### config.mk
export PLATFORM = sky130hd
export DESIGN_NAME = ex_stage
export DESIGN_NICKNAME = d
export VERILOG_FILES = /design/src/ex_pkg.sv /design/src/ex_stage.sv /design/src/ex_mem_reg.sv /design/src/ex_mc_ctrl.sv /design/src/ex_div.sv /design/src/ex_branch.sv /design/src/ex_alu.sv
export SDC_FILE = /design/constraint.sdc
export NUM_CORES = 1
export LEC_CHECK = 0
export BUFFER_PORTS_ARGS = -buffer_cell sky130_fd_sc_hd__buf_2
export CORE_MARGIN = 4
export CORE_UTILIZATION = 35
export DETAILED_ROUTE_END_ITERATION = 6
export PLACE_DENSITY = 0.64
export SLEW_MARGIN = 20
export SYNTH_ARGS = -nofsm -noshare
export SYNTH_HDL_FRONTEND = slang
export SYNTH_SLANG_ARGS = --single-unit
### constraint.sdc
create_clock -name clk -period 6.9 [get_ports clk]
set_input_delay 1.035 -clock clk [delete_from_list [all_inputs] [get_ports clk]]
set_output_delay 1.035 -clock clk [all_outputs]
set_load 0.02 [all_outputs]
### src/ex_pkg.sv
package ex_pkg;

  // ========================================================================
  // Widths and word types
  // ========================================================================

  localparam int XLEN = 32;

  // One divider iteration per result bit
  localparam int DIV_CYCLES = XLEN;

  typedef logic [XLEN-1:0] xlen_t;
  typedef logic [4:0]      reg_addr_t;
  typedef logic [2:0]      funct3_t;
  typedef logic [1:0]      trap_code_t;

  // Divider iteration counter, wide enough to hold DIV_CYCLES
  typedef logic [$clog2(DIV_CYCLES+1)-1:0] div_cnt_t;

  localparam trap_code_t TRAP_INSTR_MISALIGN = 2'd0;

  // ========================================================================
  // Decode encodings
  // ========================================================================

  // A operand source, code 3 falls back to rs1
  typedef logic [1:0] alu_a_src_t;
  localparam alu_a_src_t ALU_A_RS1  = 2'd0;
  localparam alu_a_src_t ALU_A_ZERO = 2'd1;
  localparam alu_a_src_t ALU_A_PC   = 2'd2;

  // ALU decode class, anything but FUNCT adds
  typedef logic [1:0] alu_instr_t;
  localparam alu_instr_t ALU_INSTR_ADD   = 2'd0;
  localparam alu_instr_t ALU_INSTR_FUNCT = 2'd2;

  typedef enum logic [3:0] {
    ADD,
    SUB,
    SLL,
    SLT,
    SLTU,
    XOR,
    SRL,
    SRA,
    OR,
    AND
  } alu_op_t;

  // Code 1 belongs to the predicted path of a fetch unit with prediction
  typedef enum logic [1:0] {
    PC_SEL_SEQUENTIAL = 2'd0,
    PC_SEL_REDIRECT   = 2'd2
  } pc_sel_t;

  // Branch compare funct3
  localparam funct3_t FUNCT3_BEQ  = 3'd0;
  localparam funct3_t FUNCT3_BNE  = 3'd1;
  localparam funct3_t FUNCT3_BLT  = 3'd4;
  localparam funct3_t FUNCT3_BGE  = 3'd5;
  localparam funct3_t FUNCT3_BLTU = 3'd6;
  localparam funct3_t FUNCT3_BGEU = 3'd7;

  // RV32M divide and remainder funct3
  localparam funct3_t FUNCT3_DIV  = 3'd4;
  localparam funct3_t FUNCT3_DIVU = 3'd5;
  localparam funct3_t FUNCT3_REM  = 3'd6;
  localparam funct3_t FUNCT3_REMU = 3'd7;

endpackage
### src/ex_stage.sv
`timescale 1ns/1ps

module ex_stage (
  input  logic               clk,
  input  logic               rst_n,
  input  logic               s_valid_i,
  input  logic               stall_i,
  input  logic               flush_i,
  input  logic               reg_write_i,
  input  ex_pkg::alu_a_src_t alu_a_src_i,
  input  logic               alu_b_imm_i,
  input  ex_pkg::alu_instr_t alu_instr_i,
  input  ex_pkg::funct3_t    funct3_i,
  input  logic               funct7_b5_i,
  input  logic               op_b5_i,
  input  logic               is_branch_i,
  input  logic               is_jal_i,
  input  logic               is_jalr_i,
  input  logic               jb_tgt_src_i,
  input  logic               is_mc_i,
  input  logic               trap_i,
  input  ex_pkg::trap_code_t trap_code_i,
  input  ex_pkg::reg_addr_t  rd_i,
  input  ex_pkg::xlen_t      rs1_data_i,
  input  ex_pkg::xlen_t      rs2_data_i,
  input  ex_pkg::xlen_t      imm_i,
  input  ex_pkg::xlen_t      pc_i,
  output ex_pkg::pc_sel_t    pc_sel_o,
  output ex_pkg::xlen_t      pc_redir_tgt_o,
  output logic               op_active_o,
  output logic               m_valid_o,
  output logic               reg_write_mem_o,
  output logic               trap_mem_o,
  output ex_pkg::trap_code_t trap_code_mem_o,
  output ex_pkg::reg_addr_t  rd_mem_o,
  output ex_pkg::xlen_t      alu_result_mem_o,
  output ex_pkg::xlen_t      m_result_mem_o,
  output ex_pkg::xlen_t      jb_tgt_mem_o
);

  ex_pkg::xlen_t alu_result;
  ex_pkg::xlen_t div_result;
  logic          misalign;
  logic          div_start;
  logic          div_busy;
  logic          valid_next;
  logic          mc_active;

  ex_alu alu_i (
    .alu_a_src_i (alu_a_src_i),
    .alu_b_imm_i (alu_b_imm_i),
    .alu_instr_i (alu_instr_i),
    .funct3_i    (funct3_i),
    .funct7_b5_i (funct7_b5_i),
    .op_b5_i     (op_b5_i),
    .rs1_data_i  (rs1_data_i),
    .rs2_data_i  (rs2_data_i),
    .imm_i       (imm_i),
    .pc_i        (pc_i),
    .result_o    (alu_result)
  );

  // Redirect target doubles as the registered jump target
  ex_branch branch_i (
    .funct3_i     (funct3_i),
    .rs1_data_i   (rs1_data_i),
    .rs2_data_i   (rs2_data_i),
    .imm_i        (imm_i),
    .pc_i         (pc_i),
    .alu_result_i (alu_result),
    .is_branch_i  (is_branch_i),
    .is_jal_i     (is_jal_i),
    .is_jalr_i    (is_jalr_i),
    .jb_tgt_src_i (jb_tgt_src_i),
    .taken_o      (),
    .jb_tgt_o     (pc_redir_tgt_o),
    .misalign_o   (misalign),
    .pc_sel_o     (pc_sel_o)
  );

  ex_div div_i (
    .clk        (clk),
    .rst_n      (rst_n),
    .start_i    (div_start),
    .funct3_i   (funct3_i),
    .dividend_i (rs1_data_i),
    .divisor_i  (rs2_data_i),
    .busy_o     (div_busy),
    .result_o   (div_result)
  );

  ex_mc_ctrl mc_ctrl_i (
    .clk          (clk),
    .rst_n        (rst_n),
    .s_valid_i    (s_valid_i),
    .is_mc_i      (is_mc_i),
    .stall_i      (stall_i),
    .div_busy_i   (div_busy),
    .div_start_o  (div_start),
    .op_active_o  (op_active_o),
    .mc_active_o  (mc_active),
    .valid_next_o (valid_next)
  );

  ex_mem_reg mem_reg_i (
    .clk          (clk),
    .rst_n        (rst_n),
    .stall_i      (stall_i),
    .flush_i      (flush_i),
    .mc_active_i  (mc_active),
    .valid_i      (valid_next),
    .reg_write_i  (reg_write_i),
    .trap_i       (trap_i),
    .misalign_i   (misalign),
    .trap_code_i  (trap_code_i),
    .rd_i         (rd_i),
    .alu_result_i (alu_result),
    .m_result_i   (div_result),
    .jb_tgt_i     (pc_redir_tgt_o),
    .m_valid_o    (m_valid_o),
    .reg_write_o  (reg_write_mem_o),
    .trap_o       (trap_mem_o),
    .trap_code_o  (trap_code_mem_o),
    .rd_o         (rd_mem_o),
    .alu_result_o (alu_result_mem_o),
    .m_result_o   (m_result_mem_o),
    .jb_tgt_o     (jb_tgt_mem_o)
  );

endmodule

### src/ex_mem_reg.sv
`timescale 1ns/1ps

module ex_mem_reg (
  input  logic               clk,
  input  logic               rst_n,
  input  logic               stall_i,
  input  logic               flush_i,
  input  logic               mc_active_i,
  input  logic               valid_i,
  input  logic               reg_write_i,
  input  logic               trap_i,
  input  logic               misalign_i,
  input  ex_pkg::trap_code_t trap_code_i,
  input  ex_pkg::reg_addr_t  rd_i,
  input  ex_pkg::xlen_t      alu_result_i,
  input  ex_pkg::xlen_t      m_result_i,
  input  ex_pkg::xlen_t      jb_tgt_i,
  output logic               m_valid_o,
  output logic               reg_write_o,
  output logic               trap_o,
  output ex_pkg::trap_code_t trap_code_o,
  output ex_pkg::reg_addr_t  rd_o,
  output ex_pkg::xlen_t      alu_result_o,
  output ex_pkg::xlen_t      m_result_o,
  output ex_pkg::xlen_t      jb_tgt_o
);

  logic flush;

  // Flush waits until a running divide has handed over its result
  assign flush = flush_i && !mc_active_i;

  // Control fields, bubbled so MEM can act on them without checking valid
  always_ff @(posedge clk) begin
    if (!rst_n || flush) begin
      m_valid_o   <= 1'b0;
      reg_write_o <= 1'b0;
      trap_o      <= 1'b0;
    end else if (!stall_i) begin
      m_valid_o   <= valid_i;
      reg_write_o <= valid_i && reg_write_i;
      trap_o      <= valid_i && (trap_i || misalign_i);
    end
  end

  // Payload fields, may be stale behind a bubble
  always_ff @(posedge clk) begin
    if (!stall_i) begin
      trap_code_o  <= misalign_i ? ex_pkg::TRAP_INSTR_MISALIGN : trap_code_i;
      rd_o         <= rd_i;
      alu_result_o <= alu_result_i;
      m_result_o   <= m_result_i;
      jb_tgt_o     <= jb_tgt_i;
    end
  end

  a_flush_kills_valid: assert property (
    @(posedge clk) disable iff (!rst_n) flush |=> !m_valid_o
  );

endmodule

### src/ex_mc_ctrl.sv
`timescale 1ns/1ps

module ex_mc_ctrl (
  input  logic clk,
  input  logic rst_n,
  input  logic s_valid_i,
  input  logic is_mc_i,
  input  logic stall_i,
  input  logic div_busy_i,
  output logic div_start_o,
  output logic op_active_o,
  output logic mc_active_o,
  output logic valid_next_o
);

  typedef enum logic [1:0] {
    IDLE,
    MC_EXEC,
    MC_DONE
  } state_t;

  state_t state;
  state_t state_next;
  logic   start;

  // ========================================================================
  // Sequencer for single and multi-cycle operations
  // ========================================================================

  always_comb begin
    state_next   = state;
    valid_next_o = 1'b0;
    op_active_o  = 1'b0;
    start        = 1'b0;
    case (state)
      IDLE: begin
        if (s_valid_i) begin
          if (!is_mc_i) begin
            valid_next_o = 1'b1;
          end else begin
            state_next  = MC_EXEC;
            start       = 1'b1;
            op_active_o = 1'b1;
          end
        end
      end
      MC_EXEC: begin
        // Divider busy rises one cycle after the start pulse
        if (div_busy_i) begin
          op_active_o = 1'b1;
        end else begin
          state_next   = MC_DONE;
          valid_next_o = 1'b1;
        end
      end
      MC_DONE: begin
        // Back to back divides skip IDLE
        if (s_valid_i && is_mc_i) begin
          state_next  = MC_EXEC;
          start       = 1'b1;
          op_active_o = 1'b1;
        end else begin
          state_next   = IDLE;
          valid_next_o = s_valid_i;
        end
      end
      default: state_next = IDLE;
    endcase
  end

  // Holding state under stall keeps a finished result in MC_EXEC
  always_ff @(posedge clk) begin
    if (!rst_n) begin
      state <= IDLE;
    end else if (!stall_i) begin
      state <= state_next;
    end
  end

  assign div_start_o = start && !stall_i;
  assign mc_active_o = op_active_o || (state != IDLE);

  a_stall_holds_state: assert property (
    @(posedge clk) disable iff (!rst_n) stall_i |=> $stable(state)
  );

endmodule

### src/ex_div.sv
`timescale 1ns/1ps

module ex_div (
  input  logic            clk,
  input  logic            rst_n,
  input  logic            start_i,
  input  ex_pkg::funct3_t funct3_i,
  input  ex_pkg::xlen_t   dividend_i,
  input  ex_pkg::xlen_t   divisor_i,
  output logic            busy_o,
  output ex_pkg::xlen_t   result_o
);

  logic                  sgn;
  logic                  rem_sel;
  ex_pkg::xlen_t         a_mag;
  ex_pkg::xlen_t         b_mag;
  ex_pkg::div_cnt_t      cnt;
  ex_pkg::xlen_t         quo;
  ex_pkg::xlen_t         rmd;
  ex_pkg::xlen_t         dsr;
  logic                  neg_q;
  logic                  neg_r;
  logic                  rem_q;
  logic [ex_pkg::XLEN:0] rmd_sh;
  logic [ex_pkg::XLEN:0] trial;

  always_comb begin
    case (funct3_i)
      ex_pkg::FUNCT3_DIV:  {sgn, rem_sel} = 2'b10;
      ex_pkg::FUNCT3_DIVU: {sgn, rem_sel} = 2'b00;
      ex_pkg::FUNCT3_REM:  {sgn, rem_sel} = 2'b11;
      ex_pkg::FUNCT3_REMU: {sgn, rem_sel} = 2'b01;
      default:             {sgn, rem_sel} = 2'b00;
    endcase
  end

  // Magnitudes, the most negative value maps onto itself as unsigned
  assign a_mag = (sgn && dividend_i[ex_pkg::XLEN-1]) ? -dividend_i : dividend_i;
  assign b_mag = (sgn && divisor_i[ex_pkg::XLEN-1]) ? -divisor_i : divisor_i;

  // Shift one dividend bit into the partial remainder and try a subtract
  assign rmd_sh = {rmd, quo[ex_pkg::XLEN-1]};
  assign trial  = rmd_sh - {1'b0, dsr};

  always_ff @(posedge clk) begin
    if (!rst_n) begin
      busy_o <= 1'b0;
      cnt    <= '0;
    end else if (start_i) begin
      busy_o <= 1'b1;
      cnt    <= ex_pkg::div_cnt_t'(ex_pkg::DIV_CYCLES);
    end else if (busy_o) begin
      cnt <= cnt - 1'b1;
      if (cnt == ex_pkg::div_cnt_t'(1)) begin
        busy_o <= 1'b0;
      end
    end
  end

  // Datapath, quotient bits enter at the bottom as dividend bits leave the top
  always_ff @(posedge clk) begin
    if (start_i) begin
      quo   <= a_mag;
      rmd   <= '0;
      dsr   <= b_mag;
      // Divide by zero keeps the all ones quotient unsigned
      neg_q <= sgn && (dividend_i[ex_pkg::XLEN-1] ^ divisor_i[ex_pkg::XLEN-1])
               && (|divisor_i);
      // Remainder takes the sign of the dividend
      neg_r <= sgn && dividend_i[ex_pkg::XLEN-1];
      rem_q <= rem_sel;
    end else if (busy_o) begin
      if (!trial[ex_pkg::XLEN]) begin
        rmd <= trial[ex_pkg::XLEN-1:0];
        quo <= {quo[ex_pkg::XLEN-2:0], 1'b1};
      end else begin
        rmd <= rmd_sh[ex_pkg::XLEN-1:0];
        quo <= {quo[ex_pkg::XLEN-2:0], 1'b0};
      end
    end
  end

  // Overflow case falls out naturally, quotient 0x8000_0000 and remainder 0
  assign result_o = rem_q ? (neg_r ? -rmd : rmd) : (neg_q ? -quo : quo);

  // Sequencer must wait for completion before the next divide
  a_no_start_while_busy: assert property (
    @(posedge clk) disable iff (!rst_n) start_i |-> !busy_o
  );

endmodule

### src/ex_branch.sv
`timescale 1ns/1ps

module ex_branch (
  input  ex_pkg::funct3_t funct3_i,
  input  ex_pkg::xlen_t   rs1_data_i,
  input  ex_pkg::xlen_t   rs2_data_i,
  input  ex_pkg::xlen_t   imm_i,
  input  ex_pkg::xlen_t   pc_i,
  input  ex_pkg::xlen_t   alu_result_i,
  input  logic            is_branch_i,
  input  logic            is_jal_i,
  input  logic            is_jalr_i,
  input  logic            jb_tgt_src_i,
  output logic            taken_o,
  output ex_pkg::xlen_t   jb_tgt_o,
  output logic            misalign_o,
  output ex_pkg::pc_sel_t pc_sel_o
);

  logic eq;
  logic lt;
  logic ltu;
  logic jb_active;

  // Branch compare
  assign eq  = (rs1_data_i == rs2_data_i);
  assign lt  = ($signed(rs1_data_i) < $signed(rs2_data_i));
  assign ltu = (rs1_data_i < rs2_data_i);

  always_comb begin
    case (funct3_i)
      ex_pkg::FUNCT3_BEQ:  taken_o = eq;
      ex_pkg::FUNCT3_BNE:  taken_o = !eq;
      ex_pkg::FUNCT3_BLT:  taken_o = lt;
      ex_pkg::FUNCT3_BGE:  taken_o = !lt;
      ex_pkg::FUNCT3_BLTU: taken_o = ltu;
      ex_pkg::FUNCT3_BGEU: taken_o = !ltu;
      // Codes 2 and 3 are not branches
      default:             taken_o = 1'b0;
    endcase
  end

  // Target select
  // JAL and branches use a dedicated pc + imm adder
  // JALR takes rs1 + imm from the ALU with bit 0 forced low
  assign jb_tgt_o = jb_tgt_src_i ? {alu_result_i[ex_pkg::XLEN-1:1], 1'b0}
                                 : pc_i + imm_i;

  // Control transfer happens on a taken branch or any jump
  assign jb_active = (is_branch_i && taken_o) || is_jal_i || is_jalr_i;

  // No compressed instructions, so targets must be word aligned
  assign misalign_o = jb_active && (|jb_tgt_o[1:0]);

  // No prediction, every control transfer redirects from here
  assign pc_sel_o = jb_active ? ex_pkg::PC_SEL_REDIRECT : ex_pkg::PC_SEL_SEQUENTIAL;

endmodule

### src/ex_alu.sv
`timescale 1ns/1ps

module ex_alu (
  input  ex_pkg::alu_a_src_t alu_a_src_i,
  input  logic               alu_b_imm_i,
  input  ex_pkg::alu_instr_t alu_instr_i,
  input  ex_pkg::funct3_t    funct3_i,
  input  logic               funct7_b5_i,
  input  logic               op_b5_i,
  input  ex_pkg::xlen_t      rs1_data_i,
  input  ex_pkg::xlen_t      rs2_data_i,
  input  ex_pkg::xlen_t      imm_i,
  input  ex_pkg::xlen_t      pc_i,
  output ex_pkg::xlen_t      result_o
);

  ex_pkg::alu_op_t alu_op;
  ex_pkg::xlen_t   op_a;
  ex_pkg::xlen_t   op_b;
  logic [4:0]      shamt;

  // ========================================================================
  // Operation decode
  // ========================================================================

  always_comb begin
    alu_op = ex_pkg::ADD;
    case (alu_instr_i)
      ex_pkg::ALU_INSTR_ADD: alu_op = ex_pkg::ADD;
      ex_pkg::ALU_INSTR_FUNCT: begin
        case (funct3_i)
          // SUB only exists in the register form, opcode bit 5 set
          3'd0: alu_op = (funct7_b5_i && op_b5_i) ? ex_pkg::SUB : ex_pkg::ADD;
          3'd1: alu_op = ex_pkg::SLL;
          3'd2: alu_op = ex_pkg::SLT;
          3'd3: alu_op = ex_pkg::SLTU;
          3'd4: alu_op = ex_pkg::XOR;
          // Immediate shifts carry funct7 in imm[11:5] too
          3'd5: alu_op = funct7_b5_i ? ex_pkg::SRA : ex_pkg::SRL;
          3'd6: alu_op = ex_pkg::OR;
          default: alu_op = ex_pkg::AND;
        endcase
      end
      // Loads, stores, LUI, AUIPC and jumps all add
      default: alu_op = ex_pkg::ADD;
    endcase
  end

  // Operand select
  always_comb begin
    case (alu_a_src_i)
      ex_pkg::ALU_A_RS1:  op_a = rs1_data_i;
      ex_pkg::ALU_A_ZERO: op_a = '0;
      ex_pkg::ALU_A_PC:   op_a = pc_i;
      default:            op_a = rs1_data_i;
    endcase
  end

  assign op_b  = alu_b_imm_i ? imm_i : rs2_data_i;
  assign shamt = op_b[4:0];

  // ========================================================================
  // ALU
  // ========================================================================

  always_comb begin
    case (alu_op)
      ex_pkg::SUB:  result_o = op_a - op_b;
      ex_pkg::SLL:  result_o = op_a << shamt;
      ex_pkg::SLT:  result_o = {31'd0, $signed(op_a) < $signed(op_b)};
      ex_pkg::SLTU: result_o = {31'd0, op_a < op_b};
      ex_pkg::XOR:  result_o = op_a ^ op_b;
      ex_pkg::SRL:  result_o = op_a >> shamt;
      ex_pkg::SRA:  result_o = $signed(op_a) >>> shamt;
      ex_pkg::OR:   result_o = op_a | op_b;
      ex_pkg::AND:  result_o = op_a & op_b;
      default:      result_o = op_a + op_b;
    endcase
  end

endmodule

==> flow_summary.yaml <==
status:
  outcome: "finished with violations"
  violations: "design-rule violations"
synthesis:
  synth_top_area_cell: "edfxtp_1"
  synth_compound_area_share_pct: 25.43
  synth-seq-cells: 214
  yosysUniqueCellTypes: 85
  ys_seq_area_share_pct: 24.20
  muxShareOfSynthArea_pct: 9.683
  avgSynthCellArea_sq_um: 8.051
  synthXorXnorAreaFrac_pct: 6.552
  synth_top_family_by_area: "compound AO/OA/AOI/OAI gates"
  yosysWarningCount: 0
  synth_cells: 3072
  syn_nets: 3432
  synth-adder-area-share_pct: 10.39
  async_reset_ff_share_pct: 0
  synthFlopType: "edfxtp_1"
  synth_edf_count: 170
  synth_area_leaders: "edfxtp_1 (21%), ha_1 (10%), o21ai_0 (6.1%), mux4_2 (5.2%), nand2_1 (5.1%)"
  netlist.area_leader.share_pct: 20.64
  yosysMostFrequentCell: "nand2_1"
  synth_area_sq_mm: 0.02473
  synth_simple_gate_area_share_pct: 17.84
  synthTopCellsByCount: "nand2_1 (337), o21ai_0 (302), nor2_1 (245)"
drt:
  drt_iter0_drc: 3768
  ant_nets: 0
  wl_microns: 114100
  drcViolationCount: 10
  wire_per_inst_microns: 26.18
  firstDrtPassIters: 7
  vias: 26660
  vias_per_cell: 6.118
placed_design:
  place_hpwl_microns: 92070
  place_area_sq_mm: 0.02792
  portBuffers: 296
  place.gp.congestion: 1.091
worst_setup_path:
  critPathArrivalTime_ns: 5.67
  path_max_fanout: 13
  crit_path_cell_trace: "buf_2 -> inv_1 -> ha_2 -> buf_4 -> o21ai_0 -> ha_1 -> nand2b_1 -> a21oi_1 -> a2111oi_1 -> buf_4 -> o31ai_1 -> a2111oi_0 -> nor3_1 -> a31oi_1 -> o21bai_1 -> o311ai_1 -> buf_4 -> mux2_2 -> buf_2"
  cp_top_family: "compound AO/OA/AOI/OAI gates"
  crit_slowest_cell: "o21ai_0"
  worstPathRequired_ns: 5.86
  critical_path_class: "input port to output pin"
  max_stage_delay_ns: 0.61
  path_common_cell: "buf_4"
  cp_num_buf_inv: 6
  crit_path_end_kind: "output pin"
  cp-start-kind: "input port"
timing:
  timing.final.crit_share_pct: 97.22
  setup_viol: 0
  hold_slack_ns: 0.5007
  fmax_mhz: 149.1
  skew_ns: 0.02797
  tightest_slew_ns: 1.241
  relSlewSlack_pct: 16.37
  post-route-min-period_ns: 6.708
  finalHoldViolCount: 0
  drv_slew: 0
cells_and_area:
  fin_nets: 3738
  drive_gt1_share_pct: 18.24
  utilization_pct: 41.24
  syn_to_final_growth_pct: 16.78
  design_area_sq_mm: 0.02888
global_routing:
  grt_pass1_vias: 24820
  grt_start_max_net_pins: 76
  antenna_found_initial: 18
  grt_usage_pct: 28.90
  grt-ovfl-total: 0
  grt_pass1_wl_microns: 163400
floorplan:
  rows: 97
  num_io_pins: 298
  die_y_microns: 273.8
  initial_core_util_pct: 35.32
  coreArea_sq_mm: 0.07003
  dieArea_sq_mm: 0.07498
  dieWidth_microns: 273.8
cts:
  cts_tree: "built"
  cts-root-buf: "clkbuf_16"
  holdBufCountCts: 0
  cts_made_buffers: 27
  clockBufferDepth: 3
  htreeDepth: 1
  clkSinkCount: 214
  clk_latency_ns: 0.61
  cts_resized: 0
  cts_setup_buffers: 0
  cts.clk_slew.worst_paths_ns: 0.05
power:
  powerDensity_mw_per_mm2: 230.4
  total_power_mw: 6.654
  ir_worst_vdd_mv: 0.2149
  p_leak_nw: 12.03
min_path:
  hold_class: "flop to flop"
flow_run:
  cap_violations: 0
-- power breakdown --
group / internal [mW] / switching (mW)
registers: 1.63 / 0.172
clock network: 0.875 / 0.609
logic: 1.27 / 2.10
total: 3.77 / 2.88
-- flip-flops by register name, indices dropped and copies added, names as in the netlist --
register                cells
div_i.busy_o                1
div_i.cnt                   6
div_i.dsr                  32
div_i.neg_q                 1
div_i.neg_r                 1
div_i.quo                  32
div_i.rem_q                 1
div_i.rmd                  32
mc_ctrl_i.state             2
mem_reg_i.alu_result_o     32
mem_reg_i.jb_tgt_o         32
mem_reg_i.m_result_o       32
mem_reg_i.m_valid_o         1
mem_reg_i.rd_o              5
mem_reg_i.reg_write_o       1
mem_reg_i.trap_code_o       2
mem_reg_i.trap_o            1
-- per-stage QoR --
stage               setup slack [ns]  std cells  setup TNS (ns)
floorplan                     0.3295       3072               0
global placement             0.09433       4289               0
detailed placement           0.09265       4289               0
CTS                          0.07153       4339               0
global route              -0.0008806       4341      -0.0008806
finish                        0.1918       4358               0
-- worst min-delay path, cell delays in order, from the launching register on --
cell	delay, ns
dfxtp_1	0.32
nor2_1	0.09
a211oi_1	0.04
-- cell type report --
cell class | count | area (sq um)
repair buffers | 448 | 2643
fillers | 7213 | 41150
multi-input cells | 2484 | 17360
diodes | 19 | 47.55
clock buffers | 35 | 705.7
clock inverters | 15 | 198.9
flip-flops and latches | 214 | 5987
well taps | 940 | 1176
inverters | 203 | 764.5
-- per-layer routing --
metal,vias up,routed length [microns],GRT usage (%)
met1,12760,45710,38.49
met4,8,6337,13.06
met5,-,40,0
met3,312,13770,8.029
li1,11990,-,-
met2,1596,48250,43.57
-- layout by cell type, fill, tap and decap left out, drive strengths merged, types with 30 or more instances in the layout --
cell	n
buf	448
nand2	337
o21ai	304
nor2	245
a21oi	225
ha	199
inv	199
edfxtp	170
xnor2	122
mux2i	72
nor3	70
xor2	63
nand3	61
mux4	60
a21o	47
a211oi	44
dfxtp	44
o31ai	42
and2	40
a31oi	37
clkbuf	35
nand2b	33
o211ai	31
or3	30
-- logic make-up (layout without fill, tap and decap cells) --
group / count (synthesis) / after routing
AO/OA/AOI/OAI: 985 / 985
AND/OR/NAND/NOR: 951 / 951
adder cells (fa/ha/maj): 203 / 203
flip-flops: 214 / 214
other: 1 / 20
multiplexers: 159 / 159
buffers and inverters: 374 / 701
XOR/XNOR: 185 / 185
-- path summary, 6_finish.rpt --
check / start / end / slack (ns) / cells past startpoint
worst min-delay path: div_i.cnt[1] / div_i.cnt[1] / 0.50 / 2
worst max-delay path: alu_a_src_i[0] / pc_redir_tgt_o[28] / 0.19 / 19
worst min register to register: div_i.cnt[1] / div_i.cnt[1] / 0.50 / 2
worst max register to register: div_i.quo[31] / div_i.rmd[5] / 2.93 / 14
(Power assumes the default switching activity.)
